==> config.mk <==
export PLATFORM = sky130hd
export DESIGN_NAME = gs_host_port
export DESIGN_NICKNAME = d
export VERILOG_FILES = /design/src/gs_pkg.sv /design/src/gs_host_port.sv
export SDC_FILE = /design/constraint.sdc
export NUM_CORES = 1
export LEC_CHECK = 0
export BUFFER_PORTS_ARGS = -buffer_cell sky130_fd_sc_hd__buf_2
export CAP_MARGIN = 0
export CORE_ASPECT_RATIO = 1.25
export CORE_MARGIN = 3
export CORE_UTILIZATION = 48
export DETAILED_ROUTE_END_ITERATION = 7
export GPL_ROUTABILITY_DRIVEN = 0
export HOLD_SLACK_MARGIN = 0.15
export MAX_ROUTING_LAYER = met4
export PLACE_DENSITY_LB_ADDON = 0.15
export SETUP_SLACK_MARGIN = 0.1
export SLEW_MARGIN = 15
export SYNTH_ARGS = -nofsm -noshare
export SYNTH_HDL_FRONTEND = slang
export SYNTH_SLANG_ARGS = --single-unit
==> constraint.sdc <==
create_clock -name clk_i -period 2.5 [get_ports clk_i]
set_input_delay 0.625 -clock clk_i [delete_from_list [all_inputs] [get_ports clk_i]]
set_output_delay 0.625 -clock clk_i [all_outputs]
set_load 0.05 [all_outputs]
==> src/gs_pkg.sv <==
//////////////////////////////////////////////////
// shared widths, host address map and job state
// for the gather-scatter engine; every RTL file
// pulls these in with a wildcard import
//////////////////////////////////////////////////

package gs_pkg;

  // datapath and host address widths
  localparam int data_width_lp      = 32;
  localparam int addr_width_lp      = 12;

  // local DMEM geometry
  localparam int dmem_els_lp        = 1024;
  localparam int dmem_addr_width_lp = 10;

  // length runs 0..dmem_els_lp, hence one extra bit
  localparam int len_width_lp       = 11;

  // gather ID pool
  localparam int id_els_lp          = 8;
  localparam int id_width_lp        = 3;

  // wakeup address taken from RUN data bits 17:0
  localparam int wakeup_width_lp    = 18;

  // host word address map
  localparam logic [addr_width_lp-1:0] run_addr_lp    = 12'h000;
  localparam logic [addr_width_lp-1:0] len_addr_lp    = 12'h001;
  localparam logic [addr_width_lp-1:0] stride_addr_lp = 12'h002;
  localparam logic [addr_width_lp-1:0] base_addr_lp   = 12'h003;

  // DMEM window is 0x400..0x7ff
  localparam logic [addr_width_lp-1:0] dmem_base_lp   = 12'h400;

  // load reply for anything outside DMEM
  localparam logic [data_width_lp-1:0] invalid_data_lp = 32'hdeadbeef;

  typedef enum logic [1:0] {
    e_idle,
    e_gather,
    e_scatter,
    e_wakeup
  } gs_state_e;

endpackage

==> src/gs_host_port.sv <==
//////////////////////////////////////////////////
// host side of the engine: decodes requests,
// keeps the job configuration and returns one
// reply exactly one cycle after each request
//////////////////////////////////////////////////

`timescale 1ns/1ps

module gs_host_port
  import gs_pkg::*;
(
  input  logic                          clk_i,
  input  logic                          reset_i,
  input  logic                          req_v_i,
  input  logic                          req_we_i,
  input  logic [addr_width_lp-1:0]      req_addr_i,
  input  logic [data_width_lp-1:0]      req_data_i,
  input  logic                          busy_i,
  input  logic [data_width_lp-1:0]      dmem_rdata_i,
  output logic                          req_yumi_o,
  output logic                          resp_v_o,
  output logic [data_width_lp-1:0]      resp_data_o,
  output logic                          run_o,
  output logic                          scatter_o,
  output logic [len_width_lp-1:0]       len_o,
  output logic [data_width_lp-1:0]      stride_o,
  output logic [data_width_lp-1:0]      base_o,
  output logic [wakeup_width_lp-1:0]    wakeup_addr_o,
  output logic                          host_dmem_v_o,
  output logic                          host_dmem_we_o,
  output logic [dmem_addr_width_lp-1:0] host_dmem_addr_o,
  output logic [data_width_lp-1:0]      host_dmem_wdata_o
);

  logic accept;
  logic is_dmem;
  logic resp_v_r;
  logic send_dmem_r;
  logic send_invalid_r;

  // host is only served between jobs
  assign req_yumi_o = ~busy_i;
  assign accept     = req_v_i & req_yumi_o;

  assign is_dmem = (req_addr_i[addr_width_lp-1:dmem_addr_width_lp]
                    == dmem_base_lp[addr_width_lp-1:dmem_addr_width_lp]);

  assign run_o     = accept & req_we_i & (req_addr_i == run_addr_lp);
  assign scatter_o = req_data_i[data_width_lp-1];

  assign host_dmem_v_o     = accept & is_dmem;
  assign host_dmem_we_o    = req_we_i;
  assign host_dmem_addr_o  = req_addr_i[dmem_addr_width_lp-1:0];
  assign host_dmem_wdata_o = req_data_i;

  // configuration registers, write only
  always_ff @(posedge clk_i) begin
    if (reset_i) begin
      len_o         <= '0;
      stride_o      <= '0;
      base_o        <= '0;
      wakeup_addr_o <= '0;
    end else if (accept & req_we_i) begin
      if (req_addr_i == len_addr_lp) begin
        len_o <= req_data_i[len_width_lp-1:0];
      end
      if (req_addr_i == stride_addr_lp) begin
        stride_o <= req_data_i;
      end
      if (req_addr_i == base_addr_lp) begin
        base_o <= req_data_i;
      end
      if (req_addr_i == run_addr_lp) begin
        wakeup_addr_o <= req_data_i[wakeup_width_lp-1:0];
      end
    end
  end

  // reply kind, resolved one cycle later
  always_ff @(posedge clk_i) begin
    if (reset_i) begin
      resp_v_r       <= 1'b0;
      send_dmem_r    <= 1'b0;
      send_invalid_r <= 1'b0;
    end else begin
      resp_v_r       <= accept;
      send_dmem_r    <= accept & ~req_we_i & is_dmem;
      send_invalid_r <= accept & ~req_we_i & ~is_dmem;
    end
  end

  assign resp_v_o    = resp_v_r;
  assign resp_data_o = send_dmem_r    ? dmem_rdata_i    :
                       send_invalid_r ? invalid_data_lp : '0;

  // RUN hands control to the sequencer, host is locked out next cycle
  run_locks_host_a: assert property (@(posedge clk_i) disable iff (reset_i)
    run_o |=> busy_i);

endmodule

== Word level (Yosys, flattened, before mapping) ==
Cells that the tools add are included.
Operators by class
  equal/unequal tests: 4
  mux-type cells: 2
  bitwise gates (word level): 10
  reductions and logical operators: 5
Operator list (count)
  2-to-1 mux 32 bit: 2
  == test 12 x 2 -> 1 bit (second input constant): 2
  == test 12 x 1 -> 1 bit (second input constant): 1
  logical NOT 12 bit: 1
  AND reduction 2 bit: 4
  bitwise AND 1 bit: 7
  NOT 1 bit: 3
  == test 2 x 1 -> 1 bit (second input constant): 1
Storage, ports and cells
  register bits: 96
  input port bits: 81
  output and inout port bits: 173
  logic and storage cells: 28

== Depth between registers and ports, before layout ==
  depth after elaboration: 4
  depth in mapped cells: 5
  mapped depth without buffers: 3

== Worst setup path after synthesis ==
OpenSTA, ideal clock, no wires.
  kind: input-to-output
  start point: input port busy_i
  end point: output port host_dmem_v_o
  arrival: 1.805 ns
  setup slack: 0.070 ns
  cell stages on the path: 3
  cell sequence: inv_1 nand2_1 nor2_1
Between the ends
  word-level cells in the longest chain between the ends: 3
Ends and longest elaborated chain
  from (decl): RTL line gs_host_port.sv:18  | input logic busy_i,
  NOT 1 bit: RTL line gs_host_port.sv:42  | assign req_yumi_o = ~busy_i;
  bitwise AND 1 bit: RTL line gs_host_port.sv:43  | assign accept = req_v_i & req_yumi_o;
  bitwise AND 1 bit: RTL line gs_host_port.sv:51  | assign host_dmem_v_o = accept & is_dmem;
  to (decl): RTL line gs_host_port.sv:29  | output logic host_dmem_v_o,
Every way passes these cells.

== Worst setup path after layout ==
  start point: input port busy_i
  end point: output port run_o
Between the ends
  word-level cells in the longest chain between the ends: 4
Ends and longest elaborated chain
  NOT 1 bit: RTL line gs_host_port.sv:42
  bitwise AND 1 bit: RTL line gs_host_port.sv:43
  bitwise AND 1 bit (2 in a row): RTL line gs_host_port.sv:48  | assign run_o = accept & req_we_i & (req_addr_i == run_addr_lp);
  to (decl): RTL line gs_host_port.sv:23  | output logic run_o,
Every way passes these cells.

==> impl_metrics.ini <==
[worst_setup_path]
cp_top_family = simple AND/OR/NAND/NOR gates
critPathSlowestCell = nor4b_1
slowest_delay_ps = 360
crit_top_cell = buf_2
crit_path_start_kind = input port
crit_chain = buf_2 > nor4b_1 > nand4_1 > inv_1 > buf_2
critPathKind = input port to output port
crit_arrival_ps = 1700
critPathLaunch = busy_i
critPathBufInv = 3
end_kind = output port
required_ps = 1880
critical_path.max_fanout = 5
worstReg2RegStart = len_o[10]

[pwr]
peakVddDrop_mv = 0.382
power_density_nw_per_um2 = 567
power.total_mw = 3.32
p_leak_nw = 3.31

[global_route]
grt_max_degree = 74
grt_overflow_total = 0
grt_pass1_vias = 3544
track_usage_pct = 21.9
antenna_found_initial = 0
grt_pass1_wl_um = 17800

[die]
core-area_um2 = 9220
pin_count = 254
die-area_um2 = 10800
rows = 39
initial_core_util_pct = 49.7
dieHeight_um = 115
dieWidth_um = 93.4

[logic_synthesis]
ys_seq_area_share_pct = 41.9
syn_area_um2 = 4590
synth.avg_cell_area_um2 = 9.88
synthesis.instances = 464
yosys_warnings = 0
synth_seq_cells = 96
synth_cell_types = 21
synth_nets = 545

[drt]
viasPerCell = 4.71
first_pass_iters = 4
postRouteAntennaNets = 0
post-route-drc-count = 0
wl_per_cell_um = 14.9
routed_wl_um = 11800
vias = 3725
drt_iter0_drc = 78

[hold_path]
min_from = stride_o[10]
hold_path_class = flip-flop to flip-flop

[sta]
setup_violations = 0
whs_ps = 468
fin_crit_sh_pct = 93.1
max_freq_mhz = 429
slew_headroom_pct = 65.9
tns_ps = 0
finalHoldViolCount = 0
drv_slew = 0
fin_skew_ps = 0
worst_slack_ps = 171
tightest_slew_ps = 511
post-route-min-period_ps = 2330
rsz0062_at_grt = no

[placed_design]
numPortBuffers = 253
dpl.cell_count = 775
dpl.hpwl_um = 8890
dp_slack_ps = 168

[layout]
antenna_cells = 0
final_common_cell = buf_2
nets = 744
stdcell_count = 791
drive_gt1_share_pct = 42.5
final_cell_mix = buf_2 (253), nand2b_1 (126), dfxtp_1 (96), mux2i_1 (93), nand2_1 (49)
syn_to_final_growth_pct = 27.7

[clock_tree]
cts_buffer_depth = 2
clock-sinks = 96
clkLatencyLatePin_ps = 340
cts_max_level = 3
cts_root_buffer = clkbuf_16
path_clk_slew_ps = 70
tritoncts = built
cts_buffers = 9

[job]
drv_cap = 0

[status]
outcome = complete, no violations
[layout make-up]
class / instances / area (um2)
Tap cell: 123 / 154
Timing Repair Buffer: 262 / 1360
Fill cell: 822 / 3370
Sequential cell: 96 / 1920
Inverter: 2 / 7.51
Clock buffer: 10 / 229
Multi-Input combinational cell: 292 / 2120
Clock inverter: 6 / 67.6
[routing by layer]
metal  track usage [%]  part of all wire, %
met5                 -                    0
met4              8.31                  1.7
met3              4.84                  6.9
met2              40.3                   54
met1              22.5                   37
[Yosys cell counts]
cell      number  share of area [%]
buf_12         4                1.7
buf_2          1               0.11
nor4b_1        2               0.38
nor4bb_1       2               0.44
clkbuf_1      20                1.6
nand4_2        1               0.27
nor4_1         1               0.14
nor4_4         2               0.93
and4b_1        1               0.22
mux2i_1       93                 20
and2_1         8                1.1
buf_6          5                1.2
and4_1         1               0.19
buf_4         44                7.2
nor3b_2        1               0.27
nor2_1         2               0.16
nand2_1       49                4.0
inv_1          2               0.16
dfxtp_1       96                 42
nand4_1        2               0.27
nand2b_1     127                 17
[worst register-to-register path: cells and delay by family, from the launching register on]
| family | cells | cell delay (ps) |
|---|---|---|
| flip-flops | 1 | 380 |
| multiplexers | 1 | 110 |
| AND/OR/NAND/NOR | 1 | 80 |
[sequential cells by signal, summed over array words and instances, names as in the netlist]
signal	cells
len_o	11
send_invalid_r	1
wakeup_addr_o	18
resp_v_o	1
stride_o	32
base_o	32
send_dmem_r	1
[kinds of logic (layout without fill, tap and decap cells)]
logic type             after synthesis  in the layout  share of synthesized area [%]
DFF                                 96             96                           41.9
buffers and inverters               76            280                           12.1
and+or+nand+nor                    199            199                           25.7
muxes                               93             93                           20.3
[where the power goes]
part,switching (mW),total (mW),internal [mW]
Clock,0.592,1.37,0.783
Combinational,0.288,0.416,0.128
Sequential,0.000396,1.53,1.53
[per-stage QoR]
step / area (um2) / util [%]
after global placement: 5560 / 60.2
after global routing: 5850 / 63.5
after CTS: 5850 / 63.5
final: 5850 / 63.5
after detailed placement: 5560 / 60.2
after floorplan: 4590 / -
[worst paths after layout]
path | endpoint | slack [ps] | depth (start not counted)
max | run_o | 170 | 5
min reg2reg | stride_o[10] | 470 | 2
max reg2reg | len_o[10] | 1870 | 2
min | stride_o[10] | 470 | 2
[repair_timing]
item,4_1_cts,5_1_grt
resized for setup,0,1
endpoints found under the setup margin,0,4
hold buffers,0,0
setup buffers,0,0
No activity file was read; power rests on OpenSTA's default activity.
