--- config.mk ---
export PLATFORM = sky130hd
export DESIGN_NAME = gs_id_pool
export DESIGN_NICKNAME = d
export VERILOG_FILES = /design/src/gs_pkg.sv /design/src/gs_id_pool.sv
export SDC_FILE = /design/constraint.sdc
export NUM_CORES = 1
export LEC_CHECK = 0
export ABC_AREA = 1
export ABC_CLOCK_PERIOD_IN_PS = 2100
export BUFFER_PORTS_ARGS = -buffer_cell sky130_fd_sc_hd__buf_2
export CAP_MARGIN = 0
export CORE_ASPECT_RATIO = 0.75
export CORE_MARGIN = 4
export CORE_UTILIZATION = 58
export DETAILED_ROUTE_END_ITERATION = 16
export PLACE_DENSITY = 0.74
export SKIP_CTS_REPAIR_TIMING = 1
export SLEW_MARGIN = 20
export SYNTH_ARGS = -nofsm -noshare
export SYNTH_HDL_FRONTEND = slang
export SYNTH_SLANG_ARGS = --single-unit
--- constraint.sdc ---
create_clock -name clk_i -period 2.1 [get_ports clk_i]
set_clock_uncertainty 0.15 [all_clocks]
set_input_delay 0.42 -clock clk_i [delete_from_list [all_inputs] [get_ports clk_i]]
set_output_delay 0.42 -clock clk_i [all_outputs]
set_load 0.02 [all_outputs]
--- src/gs_pkg.sv ---
//////////////////////////////////////////////////
// shared widths, host address map and job state
// for the gather-scatter engine; every RTL file
// pulls these in with a wildcard import
//////////////////////////////////////////////////

package gs_pkg;

  // datapath and host address widths
  localparam int data_width_lp      = 32;
  localparam int addr_width_lp      = 12;

  // local DMEM geometry
  localparam int dmem_els_lp        = 1024;
  localparam int dmem_addr_width_lp = 10;

  // length runs 0..dmem_els_lp, hence one extra bit
  localparam int len_width_lp       = 11;

  // gather ID pool
  localparam int id_els_lp          = 8;
  localparam int id_width_lp        = 3;

  // wakeup address taken from RUN data bits 17:0
  localparam int wakeup_width_lp    = 18;

  // host word address map
  localparam logic [addr_width_lp-1:0] run_addr_lp    = 12'h000;
  localparam logic [addr_width_lp-1:0] len_addr_lp    = 12'h001;
  localparam logic [addr_width_lp-1:0] stride_addr_lp = 12'h002;
  localparam logic [addr_width_lp-1:0] base_addr_lp   = 12'h003;

  // DMEM window is 0x400..0x7ff
  localparam logic [addr_width_lp-1:0] dmem_base_lp   = 12'h400;

  // load reply for anything outside DMEM
  localparam logic [data_width_lp-1:0] invalid_data_lp = 32'hdeadbeef;

  typedef enum logic [1:0] {
    e_idle,
    e_gather,
    e_scatter,
    e_wakeup
  } gs_state_e;

endpackage

--- src/gs_id_pool.sv ---
//////////////////////////////////////////////////
// scoreboard of outstanding gather loads: hands
// out the lowest free ID and remembers which DMEM
// word each ID's reply belongs to
//////////////////////////////////////////////////

`timescale 1ns/1ps

module gs_id_pool
  import gs_pkg::*;
(
  input  logic                          clk_i,
  input  logic                          reset_i,
  input  logic                          alloc_yumi_i,
  input  logic [dmem_addr_width_lp-1:0] alloc_index_i,
  input  logic                          ret_v_i,
  input  logic [id_width_lp-1:0]        ret_id_i,
  output logic                          alloc_v_o,
  output logic [id_width_lp-1:0]        alloc_id_o,
  output logic [dmem_addr_width_lp-1:0] dest_index_o,
  output logic                          all_free_o
);

  logic [id_els_lp-1:0]          free_r;
  logic [id_els_lp-1:0]          free_n;
  logic [dmem_addr_width_lp-1:0] dest_r [id_els_lp];

  assign alloc_v_o  = |free_r;
  assign all_free_o = &free_r;

  // priority pick, lowest index wins
  always_comb begin
    alloc_id_o = '0;
    for (int i = id_els_lp - 1; i >= 0; i--) begin
      if (free_r[i]) begin
        alloc_id_o = id_width_lp'(i);
      end
    end
  end

  // a return and an alloc never name the same ID
  always_comb begin
    free_n = free_r;
    if (ret_v_i) begin
      free_n[ret_id_i] = 1'b1;
    end
    if (alloc_yumi_i) begin
      free_n[alloc_id_o] = 1'b0;
    end
  end

  always_ff @(posedge clk_i) begin
    if (reset_i) begin
      free_r <= '1;
    end else begin
      free_r <= free_n;
    end
  end

  // destination table
  always_ff @(posedge clk_i) begin
    if (alloc_yumi_i) begin
      dest_r[alloc_id_o] <= alloc_index_i;
    end
  end

  assign dest_index_o = dest_r[ret_id_i];

  // replies only for loads still in flight
  ret_in_use_a: assert property (@(posedge clk_i) disable iff (reset_i)
    ret_v_i |-> !free_r[ret_id_i]);

endmodule

---- After elaboration in Yosys (flattened, before gate mapping) ----
Memories as Yosys holds them, arrays and structs flattened.
Cells that the tools add are included.
word-level totals
  register bits ........................... 8
  bits in latches ......................... 0
  RAM bits ................................ 80
  memory bits (read-only) ................. 0
  output and inout port bits .............. 15
  logic and storage cells ................. 29
  memories kept ........................... 1
memory list
  name    depth  bits a word  rd ports  clocked after Yosys merged registers in  write ports  line              text
  dest_r  8      10           1         0                                        1            gs_id_pool.sv:26  logic [dmem_addr_width_lp-1:0] dest_r [id_els_lp];
operators by class
  add/sub/neg operators ................... 0
  $mul .................................... 0
  divide/modulo/power cells ............... 0
  order comparisons ....................... 4
  equality and inequality tests ........... 0
  shifts and indexed selects .............. 0
  mux-type cells .......................... 16
  bitwise operators ....................... 3
  reduce and logical (&&, ||, !) cells .... 4
operators by type and width
  kind                                                                number
  two-way mux 3 bit                                                   8
  two-way mux 8 bit                                                   2
  bitwise AND 8 bit                                                   1
  < comparator 3 x 4 -> 1 bit (second input constant)                 2
  NOT 8 bit                                                           1
  OR 8 bit                                                            1
  AND reduction 8 bit                                                 1
  OR reduction 8 bit                                                  1
  demux 1 bit (select 3 bit)                                          2
  greater-or-equal comparator 3 x 1 -> 1 bit (second input constant)  2
  two-way mux 1 bit                                                   4
  logical AND 1 bit                                                   2

---- Longest topological paths before layout ----
  depth in word-level cells ............... 15
  gate-level depth with buffers ........... 11

---- Worst setup path before layout ----
Ideal clock, no wire load.
  path kind ............................... input -> output
  start ................................... in ret_id_i[0]
  end ..................................... out dest_index_o[2]
  arrival time ............................ 1.268 ns
  setup slack ............................. 0.262 ns
  stages on the path ...................... 5
  buffers on the path ..................... 2
  path through ............................ inv_2 > buf_2 > buf_2 > nor2_1 > o2111ai_1
between the ends
  word-level cells in the longest chain between the ends .. 1
ends and longest elaborated chain
  element                   line              text
  start: declaration        gs_id_pool.sv:17  input logic [id_width_lp-1:0] ret_id_i,
  memory read (8 x 10 bit)  -
  end: declaration          gs_id_pool.sv:20  output logic [dmem_addr_width_lp-1:0] dest_index_o,
No other way between the ends.

---- Worst setup path in the final report ----
  start ................................... reg free_r[6]
  end ..................................... out alloc_id_o[0]
between the ends
  word-level cells in the longest chain between the ends .. 7
ends and longest elaborated chain
  element                          line              text
  start: declaration               gs_id_pool.sv:24  logic [id_els_lp-1:0] free_r;
  start signal: assignment         gs_id_pool.sv:56  free_r <= free_n;
  two-way mux 3 bit (7 in series)  gs_id_pool.sv:35  if (free_r[i]) begin
  end: declaration                 gs_id_pool.sv:19  output logic [id_width_lp-1:0] alloc_id_o,
No other way between the ends.

==> run_results.csv <==
group,metric,value,unit
setup_path,r2r_cells,7,
die,dieArea,7580,um^2
setup_path,critPathLaunchType,"flop",
setup_path,crit_arrival,1.42,ns
global_routing,grt_pass1_wl,11.32,mm
sta,finalWorstSetupSlack,0.1090,ns
placement,post-place-cells,417,
yosys,yosys_most_used_dff,"edfxtp_1",
setup_path,cp.required,1.53,ns
setup_path,crit_family,"simple AND/OR/NAND/NOR gates",
sta,finalCritPeriodShare,94.81,%
sta,min_period,1.991,ns
setup_path,path_cells,"inv_2 -> nand2_1 -> nand2_1 -> nand2_1 -> nand2_1 -> nand2_2 -> nand2_4 -> nand2_2 -> inv_1 -> buf_4",
yosys,ys_top_cells_by_count,"80 x edfxtp_1, 69 x nor2_1, 33 x nand2_1, 23 x o21ai_0, 21 x o21ai_1",
yosys,synth_edf_count,80,
power_and_ir_drop,p_sw_share,23.16,%
power_and_ir_drop,powerDensity,819.6,nW/um^2
setup_path,worstSetupPathType,"reg -> out",
yosys,postSynth.asyncResetShare,0,%
die,rows,24,
yosys,syn-cell-area,3618,um^2
power_and_ir_drop,power.switching,0.7794,mW
setup_path,cp_max_fo,6,
clock_network,clock-sinks,88,
sta,slew_violations,0,
drt,wire_per_inst,16.06,um
global_routing,first_global_vias,2239,
drt,drt.antenna.violating_nets,0,
yosys,ys_seq_area_share,70.82,%
placement,pre_cts_slack,0.1133,ns
yosys,yosysTopAreaCellShare,66.39,%
clock_network,ctsLongestPathBuffers,2,
die,pin_count,32,
power_and_ir_drop,power_leakage,1.612,nW
setup_path,crit_path_end_kind,"output pin",
yosys,synth_area_per_cell,11.71,um^2
layout,nets,367,
status,status,"complete, no violations",
layout,layout.cells.non_filler,433,
layout,final_util,69.40,%
yosys,synth_cell_types,22,
global_routing,gr-total-overflow,0,
power_and_ir_drop,pwr-share-clk,34.4,%
placement,io_buffers,31,
global_routing,grt_max_degree,32,
layout,fill_cells,432,
die,die_h,76.41,um
worst_hold_path,min_path_type,"in -> reg",
placement,dpl_cell_area,3896,um^2
drt,via_count,2257,
yosys,syn-num-nets,326,
clock_network,clkLatencyLatePin,0.34,ns
power_and_ir_drop,p_int,2.585,mW
placement,place_hpwl,4.438,mm
layout,fin_area,4105,um^2
layout,drive_gt1_share,23.10,%
yosys,synth_largest_area_cell,"edfxtp_1",
global_routing,grtUsageTotal,19.76,%
power_and_ir_drop,seqPwrFrac,57.9,%
run,maxCapViolCount,0,
power_and_ir_drop,vdd_drop_max,413.0,uV
sta,timing.fmax,502.3,MHz
worst_hold_path,min_path_cells,1,
layout,antenna_cells,0,
power_and_ir_drop,p_total,3.365,mW
die,coreArea,5916,um^2
setup_path,cp_common_cell,"nand2_1",
setup_path,path_depth,10,
yosys,synth_seq_cells,88,
clock_network,cts-buffers-inserted,9,
setup_path,cp_num_buf_inv,3,
clock_network,path_clk_slew,0.09,ns
drt,drc,0,
sta,setup_viol_count_final,0,
setup_path,cpPeakStageDelay,0.33,ns
setup_path,crit_path_top_delay_cell,"dfxtp_2",
clock_network,cts_tree,"built",
placement,place.gp.congestion,0.8647,
yosys,netlist_top_cells_area,"edfxtp_1 66%, nor2_1 7.2%, dfxtp_1 4.4%",
die,die_w,99.21,um
sta,rsz0062_at_grt,"true",
drt,firstDrtPassIters,4,
layout,syn2layout_area_growth,13.45,%
sta,worst_pin_slew,0.5179,ns
sta,hold_viol_final,0,
drt,drt_wl_total,6.952,mm
sta,slew_headroom,65.43,%
drt,viasPerCell,5.212,
yosys,synth_most_common_cell,"edfxtp_1",
yosys,syn_inst,309,
die,start_util,61.17,%
drt,initialDrtViolationCount,204,
global_routing,antenna_found_initial,0,
yosys,yosysWarnings,0,
power_and_ir_drop,combPwrFrac,7.7,%
clock_network,h-tree-depth,3,
clock_network,root_buffer,"clkbuf_8",
## cell type report
cell class                 count  area (um^2)  share of cell area [%]
tap                           78        97.59                   2.377
clock buffer                   9        123.9                   3.017
multi-input combinational    183        875.8                   21.33
clock inverter                 7        76.32                   1.859
sequential                    88         2564                   62.45
inverter                      26        102.6                   2.499
timing repair buffer          42        265.3                   6.461
## cell usage in the layout, fill, tap and decap left out, types with 9 or more instances in the layout
master	instances
nand2_1	33
inv_1	17
buf_2	30
buf_4	10
clkbuf_8	9
edfxtp_1	80
nor2_1	69
o2111ai_1	9
o21ai_0	23
o21ai_1	21
## cells by family after synthesis
kind of cell           after synthesis  synth area share [%]
flip-flops                          88                 70.82
AO/OA/AOI/OAI                       56                 8.921
AND/OR/NAND/NOR                    127                 15.28
buffers and inverters               38                 4.979
## power groups by stage
stage	Sequential, mW	Combinational, mW	Clock [mW]
detailed placement	1.99	0.256	0
floorplan	1.99	0.159	0
global route	1.95	0.288	1.27
global placement	1.99	0.253	0
finish	1.95	0.258	1.16
CTS	1.95	0.257	1.18
## sequential cells by signal, summed over array words and instances (netlist names)
name,cells
dest_r,80
free_r,8
## worst paths after layout
check / from / to / slack (ns)
min reg2reg: free_r[6] / free_r[6] / 0.42
max: free_r[6] / alloc_id_o[0] / 0.11
min: alloc_index_i[0] / dest_r[5][0] / 0.18
max reg2reg: free_r[2] / dest_r[6][3] / 0.22
## routing by layer
metal,wire [um],up-vias,track usage [%]
met3,477,2,6.038
met5,0,-,0
met4,25,0,4.093
li1,-,1153,-
met1,3187,1048,28.38
met2,3262,54,29.96
## metrics by stage
| stage | TNS [ns] | hold slack, ns |
|---|---|---|
| after floorplan | 0 | 0.3689 |
| after global placement | 0 | 0.4190 |
| after detailed placement | 0 | 0.4310 |
| after CTS | 0 | 0.1636 |
| after global routing | -0.008881 | 0.1697 |
| final | 0 | 0.1804 |
No activity file was read; power rests on OpenSTA's default activity.
