==> config.mk <==
export PLATFORM = sky130hd
export DESIGN_NAME = gs_sequencer
export DESIGN_NICKNAME = d
export VERILOG_FILES = /design/src/gs_pkg.sv /design/src/gs_sequencer.sv
export SDC_FILE = /design/constraint.sdc
export NUM_CORES = 1
export LEC_CHECK = 0
export ABC_AREA = 1
export BUFFER_PORTS_ARGS = -buffer_cell sky130_fd_sc_hd__buf_2
export CAP_MARGIN = 15
export CORE_AREA = 2 2 116 118
export DETAILED_ROUTE_END_ITERATION = 8
export DIE_AREA = 0 0 118 120
export GPL_ROUTABILITY_DRIVEN = 0
export PLACE_DENSITY = 0.9
export SYNTH_ARGS = -nofsm -noshare
export SYNTH_HDL_FRONTEND = slang
export SYNTH_SLANG_ARGS = --single-unit
==> constraint.sdc <==
create_clock -name clk_i -period 3.05 [get_ports clk_i]
set_input_delay 0.1525 -clock clk_i [delete_from_list [all_inputs] [get_ports clk_i]]
set_output_delay 0.1525 -clock clk_i [all_outputs]
set_load 0.01 [all_outputs]
==> src/gs_pkg.sv <==
//////////////////////////////////////////////////
// shared widths, host address map and job state
// for the gather-scatter engine; every RTL file
// pulls these in with a wildcard import
//////////////////////////////////////////////////

package gs_pkg;

  // datapath and host address widths
  localparam int data_width_lp      = 32;
  localparam int addr_width_lp      = 12;

  // local DMEM geometry
  localparam int dmem_els_lp        = 1024;
  localparam int dmem_addr_width_lp = 10;

  // length runs 0..dmem_els_lp, hence one extra bit
  localparam int len_width_lp       = 11;

  // gather ID pool
  localparam int id_els_lp          = 8;
  localparam int id_width_lp        = 3;

  // wakeup address taken from RUN data bits 17:0
  localparam int wakeup_width_lp    = 18;

  // host word address map
  localparam logic [addr_width_lp-1:0] run_addr_lp    = 12'h000;
  localparam logic [addr_width_lp-1:0] len_addr_lp    = 12'h001;
  localparam logic [addr_width_lp-1:0] stride_addr_lp = 12'h002;
  localparam logic [addr_width_lp-1:0] base_addr_lp   = 12'h003;

  // DMEM window is 0x400..0x7ff
  localparam logic [addr_width_lp-1:0] dmem_base_lp   = 12'h400;

  // load reply for anything outside DMEM
  localparam logic [data_width_lp-1:0] invalid_data_lp = 32'hdeadbeef;

  typedef enum logic [1:0] {
    e_idle,
    e_gather,
    e_scatter,
    e_wakeup
  } gs_state_e;

endpackage

==> src/gs_sequencer.sv <==
//////////////////////////////////////////////////
// job FSM of the engine: walks base + i*stride,
// issues gather loads or scatter stores, lands
// gather replies in DMEM and ends each job with
// a single wakeup store of 1
//////////////////////////////////////////////////

`timescale 1ns/1ps

module gs_sequencer
  import gs_pkg::*;
(
  input  logic                          clk_i,
  input  logic                          reset_i,
  input  logic                          run_i,
  input  logic                          scatter_i,
  input  logic [len_width_lp-1:0]       len_i,
  input  logic [data_width_lp-1:0]      stride_i,
  input  logic [data_width_lp-1:0]      base_i,
  input  logic [wakeup_width_lp-1:0]    wakeup_addr_i,
  input  logic [data_width_lp-1:0]      dmem_rdata_i,
  input  logic                          alloc_v_i,
  input  logic [id_width_lp-1:0]        alloc_id_i,
  input  logic [dmem_addr_width_lp-1:0] dest_index_i,
  input  logic                          all_free_i,
  input  logic                          out_ready_i,
  input  logic                          ret_v_i,
  input  logic [data_width_lp-1:0]      ret_data_i,
  output logic                          busy_o,
  output logic                          eng_dmem_v_o,
  output logic                          eng_dmem_we_o,
  output logic [dmem_addr_width_lp-1:0] eng_dmem_addr_o,
  output logic [data_width_lp-1:0]      eng_dmem_wdata_o,
  output logic                          alloc_yumi_o,
  output logic [dmem_addr_width_lp-1:0] alloc_index_o,
  output logic                          out_v_o,
  output logic                          out_we_o,
  output logic [data_width_lp-1:0]      out_addr_o,
  output logic [data_width_lp-1:0]      out_data_o,
  output logic [id_width_lp-1:0]        out_id_o
);

  gs_state_e                  state_r;
  logic [len_width_lp-1:0]    cnt_r;
  logic [data_width_lp-1:0]   addr_r;
  logic [id_width_lp-1:0]     out_id_r;
  logic                       out_v_r;
  logic                       start;
  logic                       send;
  logic                       more;
  logic                       load;
  logic                       scatter_next;
  logic                       land_reply;

  // cnt_r counts elements already put on the out port
  assign start        = (state_r == e_idle) & run_i;
  assign send         = out_v_o & out_ready_i;
  assign more         = (cnt_r != len_i);
  assign load         = (state_r == e_gather) & more & alloc_v_i & (send | ~out_v_r);
  assign scatter_next = (state_r == e_scatter) & send & more;
  assign land_reply   = (state_r == e_gather) | (state_r == e_wakeup);

  assign busy_o = (state_r != e_idle);

  // first gather ID is taken in the RUN cycle, the pool is all free then
  assign alloc_yumi_o  = load | (start & ~scatter_i & (len_i != '0));
  assign alloc_index_o = cnt_r[dmem_addr_width_lp-1:0];

  // scatter reads word cnt_r, gather replies write their own slot
  assign eng_dmem_we_o    = land_reply;
  assign eng_dmem_v_o     = (land_reply & ret_v_i) | (start & scatter_i) | scatter_next;
  assign eng_dmem_addr_o  = land_reply ? dest_index_i : cnt_r[dmem_addr_width_lp-1:0];
  assign eng_dmem_wdata_o = ret_data_i;

  always_ff @(posedge clk_i) begin
    if (reset_i) begin
      state_r <= e_idle;
      cnt_r   <= '0;
      out_v_r <= 1'b0;
    end else begin
      case (state_r)
        e_idle: begin
          if (run_i) begin
            out_v_r <= (len_i != '0);
            if (len_i == '0) begin
              state_r <= e_wakeup;
            end else begin
              cnt_r   <= len_width_lp'(1);
              state_r <= scatter_i ? e_scatter : e_gather;
            end
          end
        end
        e_gather: begin
          if (load) begin
            cnt_r   <= cnt_r + 1'b1;
            out_v_r <= 1'b1;
          end else if (send) begin
            out_v_r <= 1'b0;
          end
          if (send & ~more) begin
            state_r <= e_wakeup;
          end
        end
        e_scatter: begin
          if (scatter_next) begin
            cnt_r <= cnt_r + 1'b1;
          end else if (send) begin
            out_v_r <= 1'b0;
            state_r <= e_wakeup;
          end
        end
        default: begin
          if (send) begin
            cnt_r   <= '0;
            state_r <= e_idle;
          end
        end
      endcase
    end
  end

  // running address, stepped by stride
  always_ff @(posedge clk_i) begin
    if (start) begin
      addr_r <= base_i;
    end else if (load | scatter_next) begin
      addr_r <= addr_r + stride_i;
    end
    if (alloc_yumi_o) begin
      out_id_r <= alloc_id_i;
    end
  end

  // wakeup waits for every gather ID to come home
  assign out_v_o    = (state_r == e_wakeup) ? all_free_i : out_v_r;
  assign out_we_o   = (state_r != e_gather);
  assign out_addr_o = (state_r == e_wakeup)
                    ? {{(data_width_lp-wakeup_width_lp){1'b0}}, wakeup_addr_i}
                    : addr_r;
  assign out_id_o   = out_id_r;

  always_comb begin
    case (state_r)
      e_scatter: out_data_o = dmem_rdata_i;
      e_wakeup:  out_data_o = data_width_lp'(1);
      default:   out_data_o = '0;
    endcase
  end

  out_stable_a: assert property (@(posedge clk_i) disable iff (reset_i)
    (out_v_o && !out_ready_i) |=>
      $stable({out_v_o, out_we_o, out_addr_o, out_data_o, out_id_o}));

endmodule

After elaboration in Yosys (flattened, before gate mapping)
Cells that the tools add are included.

cells by class
  $add $sub $neg = 2
  eq/ne operators = 12
  mux-type cells = 25
  bitwise operators = 21
  reduce and logical (&&, ||, !) cells = 11

operator list
  kind                                                             number
  32-bit two-way mux                                               3
  32-bit case mux with 2 select lines                              1
  11-bit two-way mux                                               5
  11-bit case mux with 3 select lines                              1
  32-bit adder                                                     1
  2-bit two-way mux                                                7
  1-bit AND                                                        12
  2-bit != test, second input constant                             6
  11-bit by 1-bit adder with 11-bit output, second input constant  1
  11-bit logical NOT                                               1
  11-bit != test                                                   1
  11-bit nonzero test                                              1
  10-bit two-way mux                                               1
  5-bit AND reduction                                              2
  1-bit OR                                                         6
  2-bit case mux with 3 select lines                               1
  3-bit nonzero test                                               2
  1-bit two-way mux                                                5
  2-bit == test, second input constant                             2
  2-bit by 1-bit != test with 1-bit output, second input constant  2
  2-bit nonzero test                                               2
  4-bit nonzero test                                               1
  1-bit inverter                                                   3
  1-bit case mux with 3 select lines                               1
  other kinds (3)                                                  3

word-level totals
  register bits = 49
  bits of input ports = 178
  output and inout bits = 125

Logic depth before layout (Yosys ltp)
Gate-level depths: netlist of the first run.

  depth after elaboration = 8
  depth in mapped cells = 15
  gate-level depth less buffers = 15

Worst setup path after synthesis of the first run
OpenSTA, ideal clock, no wires.

  path kind = reg2reg
  start point = reg state_r[0]
  end point = reg addr_r[0] (enable)
  setup time = 0.561 ns
  arrival time = 1.956 ns
  path slack = 0.533 ns
  stages on the path, launching flop included = 6
  period minus slack after synthesis = 2.517 ns
  cells stage by stage = dfxtp_1 > inv_1 > ha_1 > nand2_1 > clkbuf_1 > nand3_1

between the ends
  longest elaborated chain between the ends = 7
  elaborated cells between the ends (all ways) = 15
  those cells by class = eq/ne (3); mux (1); bitwise (9); reduce/logical (2)

RTL lines
  element                                       RTL line                                text
  start, declared                               gs_sequencer.sv:43                      gs_state_e state_r;
  start signal, assigned                        gs_sequencer.sv:77                      state_r <= e_idle;
  start signal, assigned                        gs_sequencer.sv:86                      state_r <= e_wakeup;
  start signal, assigned                        gs_sequencer.sv:89                      state_r <= scatter_i ? e_scatter : e_gather;
  2-bit == test                                 gs_sequencer.sv:135                     assign out_v_o = (state_r == e_wakeup) ? all_free_i : out_v_r;
  1-bit two-way mux                             gs_sequencer.sv:135
  1-bit AND                                     gs_sequencer.sv:57                      assign send = out_v_o & out_ready_i;
  1-bit OR / 1-bit AND (equally long branches)  gs_sequencer.sv:59, gs_sequencer.sv:60
  1-bit AND (on tied branches)                  gs_sequencer.sv:59, gs_sequencer.sv:60
  1-bit OR                                      gs_sequencer.sv:126                     end else if (load | scatter_next) begin
  2-bit nonzero test (no line) *                -
  end signal, assigned                          gs_sequencer.sv:125                     addr_r <= base_i;
  end signal, assigned                          gs_sequencer.sv:127                     addr_r <= addr_r + stride_i;
  end, declared                                 gs_sequencer.sv:45                      logic [data_width_lp-1:0] addr_r;

Mark *: on every way between the ends. The rest lies on a longest branch, timed or not.
A chain may end at the register's enable or synchronous reset.

Worst setup path in the final report of the first run
  start point = reg addr_r[0]
  end point = reg addr_r[12], data pin

between the ends
  longest elaborated chain between the ends = 3

RTL lines
  element             RTL line             text
  32-bit adder        gs_sequencer.sv:127
  32-bit two-way mux  gs_sequencer.sv:126
  32-bit two-way mux  gs_sequencer.sv:124  if (start) begin

Every way passes these cells. The select of a mux whose other input is x is not followed.

==> results of run 1 <==
state kept, by name, indices dropped and copies added (netlist names):
| name | cells |
|---|---|
| addr_r | 32 |
| cnt_r | 11 |
| out_id_o | 3 |
| state_r | 2 |
| out_v_r | 1 |
layer usage:
metal  GRT usage, %  wire length (um)  vias up
li1               -                 -     3259
met1           26.5              6600     2868
met2           42.6              8280      342
met3           4.23              1360       47
met4           9.94               578        0
met5              0                 0        -
worst max-delay path, cell delays in order (launching register included):
cell	delay (ns)
edfxtp_1	0.39
ha_1	0.23
fa_1	0.42
nand2_1	0.11
nand2_1	0.08
nand3b_1	0.10
nand2_1	0.13
nand2_1	0.09
nand2_1	0.12
nand2_1	0.09
nand2_1	0.10
or2_2	0.30
nand3_1	0.08
nand2_1	0.05
path summary, 6_finish.rpt:
check                      to  cells past startpoint          start
setup / recovery   addr_r[12]                     13      addr_r[0]
hold / removal    out_id_o[2]                      1  alloc_id_i[2]
setup reg to reg   addr_r[12]                     13      addr_r[0]
hold reg to reg     cnt_r[10]                      2      cnt_r[10]
layout by cell type (no fill, tap or decap), types with 2 or more instances in the layout:
cell,count
a21o_1,3
a21oi_1,48
a31oi_1,3
and2_1,2
buf_2,238
buf_4,6
bufinv_16,2
clkbuf_16,5
dfxtp_1,14
edfxtp_1,35
ha_1,37
inv_1,104
inv_2,3
nand2_1,316
nand2_2,5
nand3_1,63
nand3_2,2
nand3b_1,10
nand4_1,9
nor2_1,95
nor2_2,3
nor3_1,10
o21a_1,2
o21ai_0,50
o21bai_1,4
or2_2,3
xnor2_1,13
xor2_1,3
final cells by class:
type                            instances  area share [%]
Inverter                              109            6.00
Timing Repair Buffer                  244            18.1
Multi-Input combinational cell        693            50.5
Tap cell                              176            3.22
Sequential cell                        49            19.5
Clock inverter                          3           0.951
Clock buffer                            5            1.83
stage by stage:
stage	hold slack (ns)	power, mW	setup slack (ns)	cells	util [%]
floorplan	0.251	4.58	0.533	914	-
global placement	0.305	5.67	0.681	1271	51.3
detailed placement	0.305	5.78	0.573	1271	51.3
CTS	0.0420	6.53	0.559	1279	52.7
global route	0.0376	7.20	0.358	1279	52.7
finish	0.0445	6.55	0.527	1279	52.7
kinds of logic (layout without fill, tap and decap cells):
logic type               after synthesis  count (layout)  synth area share, %
AO/OA/AOI/OAI                        115             115                 11.1
XOR/XNOR                              16              16                 2.50
adder cells (fa/ha/maj)               38              38                 8.61
buffers and inverters                172             361                 14.7
flip-flops                            49              49                 23.7
AND/OR/NAND/NOR                      524             524                 39.4
power groups by stage:
stage	clock network [mW]	logic [mW]	registers, mW
5_1_grt	0.764	5.00	1.44
4_1_cts	0.738	4.39	1.40
3_5_place_dp	0	4.36	1.41
3_3_place_gp	0	4.28	1.39
2_1_floorplan	0	3.24	1.34
6_report	0.725	4.43	1.40
==> flow_metrics.py, run 1 <==
metrics = {
    "run_status": {
        "status": "complete, no violations",
    },
    "layout": {
        "fill_cells": 1303,
        "nets": 1318,
        "syn2layout_area_growth_pct": 22.0,
        "antenna-diode-count": 0,
        "regArea_um2": 1330,
        "multiInputGateArea_um2": 3460,
        "fin_area_um2": 6840,
        "drive_gt1_share_pct": 24.8,
    },
    "critical_path": {
        "critPathLaunchType": "flip-flop",
        "path_max_fanout": 4,
        "path_class": "flip-flop to flip-flop",
        "r2r_setup_slack_ns": 0.53,
        "worstSetupEndpointType": "flip-flop",
        "cp.arrival_ns": 2.58,
        "required_ns": 3.11,
    },
    "sta": {
        "period_needed_ns": 2.52,
        "rsz0062_at_grt": "no",
        "worst_pin_slew_ns": 0.767,
        "clock.fmax_mhz": 396,
        "maxSlewViolCount": 0,
        "skew_ns": 0.00993,
        "finalHoldViolations": 0,
        "finalCritPeriodShare_pct": 82.7,
        "slew-limit-headroom_pct": 48.8,
        "tns_ns": 0,
        "finalSetupViolCount": 0,
    },
    "grt": {
        "antenna_found_initial": 1,
        "grt_use_total_pct": 23.3,
        "overflow": 0,
        "grt_max_degree": 37,
        "first_global_vias": 6182,
        "grt_pass1_wl_mm": 27.2,
    },
    "detailed_routing": {
        "firstDrtPassIters": 5,
        "wl_per_cell_um": 13.1,
        "totalWireLength_mm": 16.8,
        "drtIter0Drc": 406,
        "vias": 6516,
        "drc": 0,
        "vias_per_cell": 5.09,
        "ant_nets": 0,
    },
    "synth": {
        "synthTopCellsByArea": "nand2_1 (21%), edfxtp_1 (19%), ha_1 (8.3%), inv_1 (7.0%), nor2_1 (6.4%)",
        "netlist_instances": 914,
        "synth.top_cell.area_share_pct": 21.1,
        "synth-edff-count": 35,
        "synthArstFlopShare_pct": 0,
        "synth_area_leader_cell": "nand2_1",
        "syn_area_um2": 5610,
        "yosys.cell_count.top_type": "nand2_1",
        "synth_nets": 1130,
        "ys_ff_latch": 49,
        "yosys_warnings": 0,
        "postSynthAreaPerCell_um2": 6.14,
        "ys.flop_type": "edfxtp_1",
        "synth_cell_types": 42,
        "synth_commonest_cells": "nand2_1 (316), inv_1 (104), nor2_1 (95)",
        "ys_seq_area_share_pct": 23.7,
    },
    "power_and_ir_drop": {
        "powerDensity_nw_per_um2": 957,
        "seq_power_share_pct": 21.4,
        "p_sw_mw": 3.26,
        "pwr-share-clk_pct": 11.1,
        "peakVddDrop_v": 0.000438,
        "netSwitchingFraction_pct": 49.8,
        "p_comb_share_pct": 67.5,
        "cell_internal_pwr_mw": 3.29,
        "p_leak_nw": 3.86,
    },
    "hold_path": {
        "hold_class": "primary input to flip-flop",
    },
    "die": {
        "start_util_pct": 43.2,
        "ios": 303,
        "die_w_um": 118,
        "dieArea_um2": 14200,
        "die_height_um": 120,
        "fp-row-count": 42,
        "core_um2": 13000,
    },
    "clocking": {
        "postCtsHoldBufs": 0,
        "clk_path_buf_depth": 2,
        "numCtsBuffers": 5,
        "postCtsSetupRepairBufs": 0,
        "ctsRootBufferMaster": "clkbuf_16",
        "clock-sinks": 49,
        "path_clk_slew_ns": 0.07,
        "htreeDepth": 2,
        "cts_resized": 0,
        "tritoncts": "yes",
        "clock_latency_ns": 0.30,
    },
    "run": {
        "cap_viol_max_count": 0,
    },
    "placement": {
        "placedInstanceArea_um2": 6650,
        "hpwl_mm": 13.7,
        "portBuffers": 238,
    },
}
Power figures use the tool's default switching activity.
==> inputs of run 2 (changes only) <==
Settings changed: ABC_AREA 1 to 0.
Clock period 3.05 ns to 2.3 ns, I/O delays scaled along.
==> run 2 against run 1 <==
  * The flow now finishes with violations (negative setup slack)
  * Critical path depth fell by 5
  * Flip-flop and latch count unchanged
  * Global-route usage increased by 3.4 points
  * Count of clock-buffer cells in the layout grew 2
  * Clock skew is 0.00092 ns higher
  * Register-to-register slack worse by 1.2 ns
  * Worst setup slack got worse by 1.2 ns
  * Via count decreased by 5.0%
  * Synthesized cell count shrank 32%
  * Cell count decreased by 16%
  * Die area is the same
==> flow_metrics.py, run 2 <==
metrics = {
    "run_status": {
        "status": "complete, but fails checks",
        "violations": "negative setup slack",
    },
    "critical_path": {
        "worstSetupEndpointType": "flip-flop",
        "critPathLaunchType": "flip-flop",
        "path_class": "flip-flop to flip-flop",
        "required_ns": 2.35,
        "path_max_fanout": 4,
        "cp.arrival_ns": 2.99,
    },
    "clocking": {
        "clock-sinks": 49,
        "tritoncts": "yes",
        "ctsRootBufferMaster": "clkbuf_16",
        "clock_latency_ns": 0.31,
        "numCtsBuffers": 5,
        "path_clk_slew_ns": 0.08,
        "clk_path_buf_depth": 2,
        "htreeDepth": 2,
    },
    "sta": {
        "rsz0062_at_grt": "yes",
        "slew-limit-headroom_pct": 51.0,
        "tns_ns": -5.78,
        "finalSetupViolCount": 18,
        "finalCritPeriodShare_pct": 128,
        "finalHoldViolations": 0,
        "fin_ws_ns": -0.636,
        "clock.fmax_mhz": 341,
        "period_needed_ns": 2.94,
        "skew_ns": 0.0108,
        "worst_pin_slew_ns": 0.723,
        "whs_ns": 0.0357,
        "maxSlewViolCount": 0,
    },
    "synth": {
        "synth_commonest_cells": "a21oi_1 (44), nand2_1 (44), buf_4 (43)",
        "synthTopCellsByArea": "edfxtp_1 (20%), ha_1 (8.9%), buf_4 (6.2%), mux2_2 (5.9%), dfxtp_1 (5.4%)",
        "yosys_warnings": 0,
        "synth_cell_types": 66,
        "netlist_instances": 626,
        "synthArstFlopShare_pct": 0,
        "synth.top_cell.area_share_pct": 20.3,
        "synth_nets": 842,
        "synth-edff-count": 35,
        "synth_area_leader_cell": "edfxtp_1",
        "ys_ff_latch": 49,
        "syn_area_um2": 5190,
        "ys_seq_area_share_pct": 25.7,
        "ys.flop_type": "edfxtp_1",
        "postSynthAreaPerCell_um2": 8.29,
    },
    "detailed_routing": {
        "totalWireLength_mm": 20.6,
        "wl_per_cell_um": 19.1,
        "ant_nets": 0,
        "drc": 0,
        "drtIter0Drc": 497,
        "firstDrtPassIters": 7,
        "vias_per_cell": 5.73,
        "vias": 6188,
    },
    "layout": {
        "syn2layout_area_growth_pct": 48.4,
        "final_common_cell": "buf_2",
        "fin_cells": 1079,
        "regMostFlops": "addr_r",
        "largest_reg_flops": 32,
        "nets": 1115,
        "drive_gt1_share_pct": 50.2,
        "final_cell_mix": "buf_2 (238), buf_4 (82), nand2_1 (40), nor2_1 (39), a21oi_1 (39)",
    },
    "die": {
        "start_util_pct": 40.0,
        "ios": 303,
        "dieArea_um2": 14200,
        "die_w_um": 118,
        "core_um2": 13000,
        "fp-row-count": 42,
        "die_height_um": 120,
    },
    "run": {
        "cap_viol_max_count": 0,
    },
    "power_and_ir_drop": {
        "peakVddDrop_v": 0.000671,
        "p_leak_nw": 3.65,
        "powerDensity_nw_per_um2": 1440,
    },
    "grt": {
        "first_global_vias": 5943,
        "antenna_found_initial": 4,
        "grt_max_degree": 36,
        "overflow": 0,
        "grt_use_total_pct": 26.7,
        "grt_pass1_wl_mm": 30.3,
    },
    "placement": {
        "placed_cells": 1051,
        "portBuffers": 238,
        "hpwl_mm": 14.7,
    },
    "hold_path": {
        "hold_class": "primary input to flip-flop",
    },
}
-- run 2: path summary, 6_finish.rpt --
path | from | end | slack, ns | cells after the start
min | alloc_id_i[1] | out_id_o[1] | 0.04 | 1
min reg2reg | cnt_r[10] | cnt_r[10] | 0.53 | 2
max reg2reg | addr_r[7] | addr_r[30] | -0.64 | 8
max | addr_r[7] | addr_r[30] | -0.64 | 8
-- run 2: power by group --
group          internal [mW]  switching, mW  total [mW]  leakage [nW]
Combinational           3.94           4.48        8.42          3.11
Clock                  0.502          0.375       0.877        0.0856
Sequential              1.55          0.275        1.82         0.449
-- run 2: metal layers --
layer  share of wire (%)  global-route usage (%)
met1                  35                    29.3
met2                  51                    49.0
met3                 8.8                    7.32
met4                 4.9                    10.0
met5               0.068                       0
-- run 2: metrics by stage --
stage | worst slack [ns] | power, mW | util, % | cell area [um^2]
final | -0.636 | 11.1 | 59.3 | 7700
after global routing | -0.707 | 11.8 | 59.3 | 7700
after CTS | -0.275 | 10.1 | 56.6 | 7350
after detailed placement | -0.307 | 8.64 | 53.1 | 6900
after global placement | -0.227 | 8.43 | 53.1 | 6900
after floorplan | -0.133 | 6.09 | - | 5270
-- run 2: repair_timing --
action | in CTS | in global routing
endpoints found under the setup margin | 29 | 48
hold buffers | 2 | 0
buffers inserted | 10 | 9
pin swaps | 23 | 34
endpoints found under the hold margin | 2 | 0
resized for setup | 44 | 65
-- run 2: cells by family (layout without fill, tap and decap cells) --
family	Yosys count	in the layout	share of synthesized area, %
buf+inv	85	359	9.48
fa+ha+maj	38	38	9.31
flops	49	49	25.7
compound gates	169	169	20.9
xor+xnor	28	28	4.73
simple gates	226	226	23.2
other cells	0	3	0
mux	31	31	6.73
-- run 2: worst max-delay path: stages (launching register included) --
cell	delay, ns
edfxtp_1	0.41
ha_1	0.35
a2111oi_1	0.62
o21ai_2	0.16
nand4_1	0.24
nand2_2	0.09
a2111o_1	0.43
a311oi_1	0.29
nor3_1	0.10
-- run 2: area by class of cell --
cell class                 count  area (um^2)
multi-input combinational    492         3910
clock inverter                 1         6.26
timing repair buffer         336         2010
clock buffer                   7          164
inverter                      15         56.3
fill                        1061         5280
tap                          176          220
antenna                        3         7.51
sequential                    49         1330
==> inputs of run 3 (changes only) <==
==> constraint.sdc (replaced) <==
create_clock -name clk_i -period 2.3 [get_ports clk_i]
set_input_delay 0.46 -clock clk_i [delete_from_list [all_inputs] [get_ports clk_i]]
set_output_delay 0.46 -clock clk_i [all_outputs]
set_load 0.01 [all_outputs]
==> run 3 against run 2 <==
  * The flow still finishes with violations (negative setup slack)
  * Routed wire length increased by 4.6%
  * Non-clock buffer count increased by 30
  * Cell count rose by 2.8%
  * Worst setup slack improved by 0.19 ns
==> flow_metrics.py, run 3 (synthesized netlist as in run 2, its figures left out) <==
metrics = {
    "run_status": {
        "violations": "negative setup slack",
        "status": "complete, but fails checks",
    },
    "clocking": {
        "path_clk_slew_ns": 0.08,
        "clock-sinks": 49,
        "numCtsBuffers": 5,
        "clk_path_buf_depth": 2,
        "tritoncts": "yes",
        "htreeDepth": 2,
        "postCtsHoldBufs": 0,
        "ctsRootBufferMaster": "clkbuf_16",
        "clock_latency_ns": 0.31,
    },
    "grt": {
        "grt_use_total_pct": 26.7,
        "overflow": 0,
        "grt_max_degree": 34,
        "first_global_vias": 6095,
        "grt_pass1_wl_mm": 30.1,
        "antenna_found_initial": 2,
    },
    "detailed_routing": {
        "wl_per_cell_um": 19.5,
        "highest_layer": "met4",
        "firstDrtPassIters": 7,
        "vias_per_cell": 5.72,
        "totalWireLength_mm": 21.6,
        "drc": 0,
        "drtIter0Drc": 435,
        "wl_met3_mm": 2.08,
        "drt-met1-wl_mm": 7.58,
        "wl_met2_mm": 11.1,
        "ant_nets": 0,
        "vias": 6345,
    },
    "die": {
        "fp-row-count": 42,
        "dieArea_um2": 14200,
        "core_um2": 13000,
        "ios": 303,
        "start_util_pct": 40.0,
        "die_w_um": 118,
        "die_height_um": 120,
    },
    "critical_path": {
        "crit-reg2reg-launch": "addr_r[0]",
        "path_class": "flip-flop to flip-flop",
        "r2r_end": "addr_r[30]",
        "path_max_fanout": 3,
        "required_ns": 2.35,
        "worstSetupEndpointType": "flip-flop",
        "r2r_setup_slack_ns": -0.45,
        "rr_worst_depth": 9,
        "cp.arrival_ns": 2.80,
        "critPathLaunchType": "flip-flop",
    },
    "layout": {
        "drive_gt1_share_pct": 53.8,
        "largest_reg_flops": 32,
        "regMostFlops": "addr_r",
        "final_cell_mix": "buf_2 (239), buf_4 (112), nor2_1 (41), nand2_1 (39)",
        "nets": 1146,
        "syn2layout_area_growth_pct": 53.9,
        "fill_cells": 1029,
        "final_common_cell": "buf_2",
    },
    "hold_path": {
        "hold_depth": 1,
        "min_to": "out_id_o[0]",
        "hold_class": "primary input to flip-flop",
        "hp-start": "alloc_id_i[0]",
    },
    "sta": {
        "finalHoldViolations": 0,
        "period_needed_ns": 2.75,
        "maxSlewViolCount": 0,
        "worst_pin_slew_ns": 0.639,
        "fin_ws_ns": -0.449,
        "finalCritPeriodShare_pct": 120,
        "skew_ns": 0.0108,
        "tns_ns": -5.05,
        "whs_ns": 0.327,
        "finalSetupViolCount": 28,
        "rsz0062_at_grt": "yes",
        "clock.fmax_mhz": 364,
        "slew-limit-headroom_pct": 57.4,
    },
    "power_and_ir_drop": {
        "power_mw": 11.3,
        "peakVddDrop_v": 0.000625,
        "powerDensity_nw_per_um2": 1420,
        "p_leak_nw": 3.80,
    },
    "placement": {
        "portBuffers": 238,
        "hpwl_mm": 14.8,
    },
    "run": {
        "cap_viol_max_count": 0,
    },
}
-- run 3: cell count changes in the layout (fill, tap and decap cells not counted), sizes merged --
cell / before / now
inv: 16 / 15
buf: 334 / 366
clkbuf: 7 / 6
or2: 2 / 3
dlygate4sd3: 2 / 0
clkinvlp: 0 / 2
diode: 3 / 2
-- run 3: worst max path at each step --
stage	end	start	cells past startpoint
after floorplan	addr_r[30]	stride_i[0]	9
after detailed placement	addr_r[30]	stride_i[0]	10
after global routing	addr_r[28]	addr_r[0]	10
after CTS	addr_r[30]	addr_r[0]	9
final	addr_r[30]	addr_r[0]	9
after global placement	addr_r[30]	stride_i[0]	10
-- run 3: routing by layer --
layer | up-vias | track usage [%]
met4 | 0 | 10.6
met1 | 2922 | 29.2
met3 | 90 | 6.61
li1 | 2867 | -
met5 | - | 0
met2 | 466 | 49.3
-- run 3: layout make-up --
class                   instances  area, um^2  area share, %
multi-input cells             493        3990           50.0
well taps                     176         220           2.76
inverters                      15        56.3          0.705
diodes                          2        5.00         0.0627
flip-flops and latches         49        1340           16.8
repair buffers                366        2230           27.9
clock inverters                 2        15.0          0.188
clock buffers                   6         129           1.61
-- run 3: critical path: stages, from the launching register on --
cell      delay (ns)
edfxtp_1        0.43
ha_4            0.19
fa_2            0.43
a211oi_4        0.28
o21ai_2         0.10
nand4_1         0.18
nand2_2         0.11
a2111o_1        0.43
a311oi_1        0.26
nor3_1          0.08
-- run 3: timing repair --
action / 4_1_cts / 5_1_grt
endpoints found under the setup margin: 40 / 49
resized for setup: 56 / 73
setup buffers: 10 / 8
pin swaps: 33 / 45
gates cloned: 1 / 2
-- run 3: where the power goes --
| part | internal, mW | switching [mW] | total, mW | leakage, nW |
|---|---|---|---|---|
| registers | 1.55 | 0.267 | 1.82 | 0.452 |
| clock network | 0.406 | 0.382 | 0.788 | 0.0631 |
| logic | 4.14 | 4.60 | 8.74 | 3.28 |
-- run 3: stage by stage --
step           setup slack [ns]  instances  instance area (um^2)  util, %
3_5_place_dp             -0.483       1081                  7090     54.6
3_3_place_gp             -0.439       1081                  7090     54.6
6_report                 -0.449       1109                  7990     61.5
4_1_cts                  -0.293       1100                  7600     58.5
5_1_grt                  -0.496       1108                  7990     61.5
2_1_floorplan            -0.209        626                  5260        -
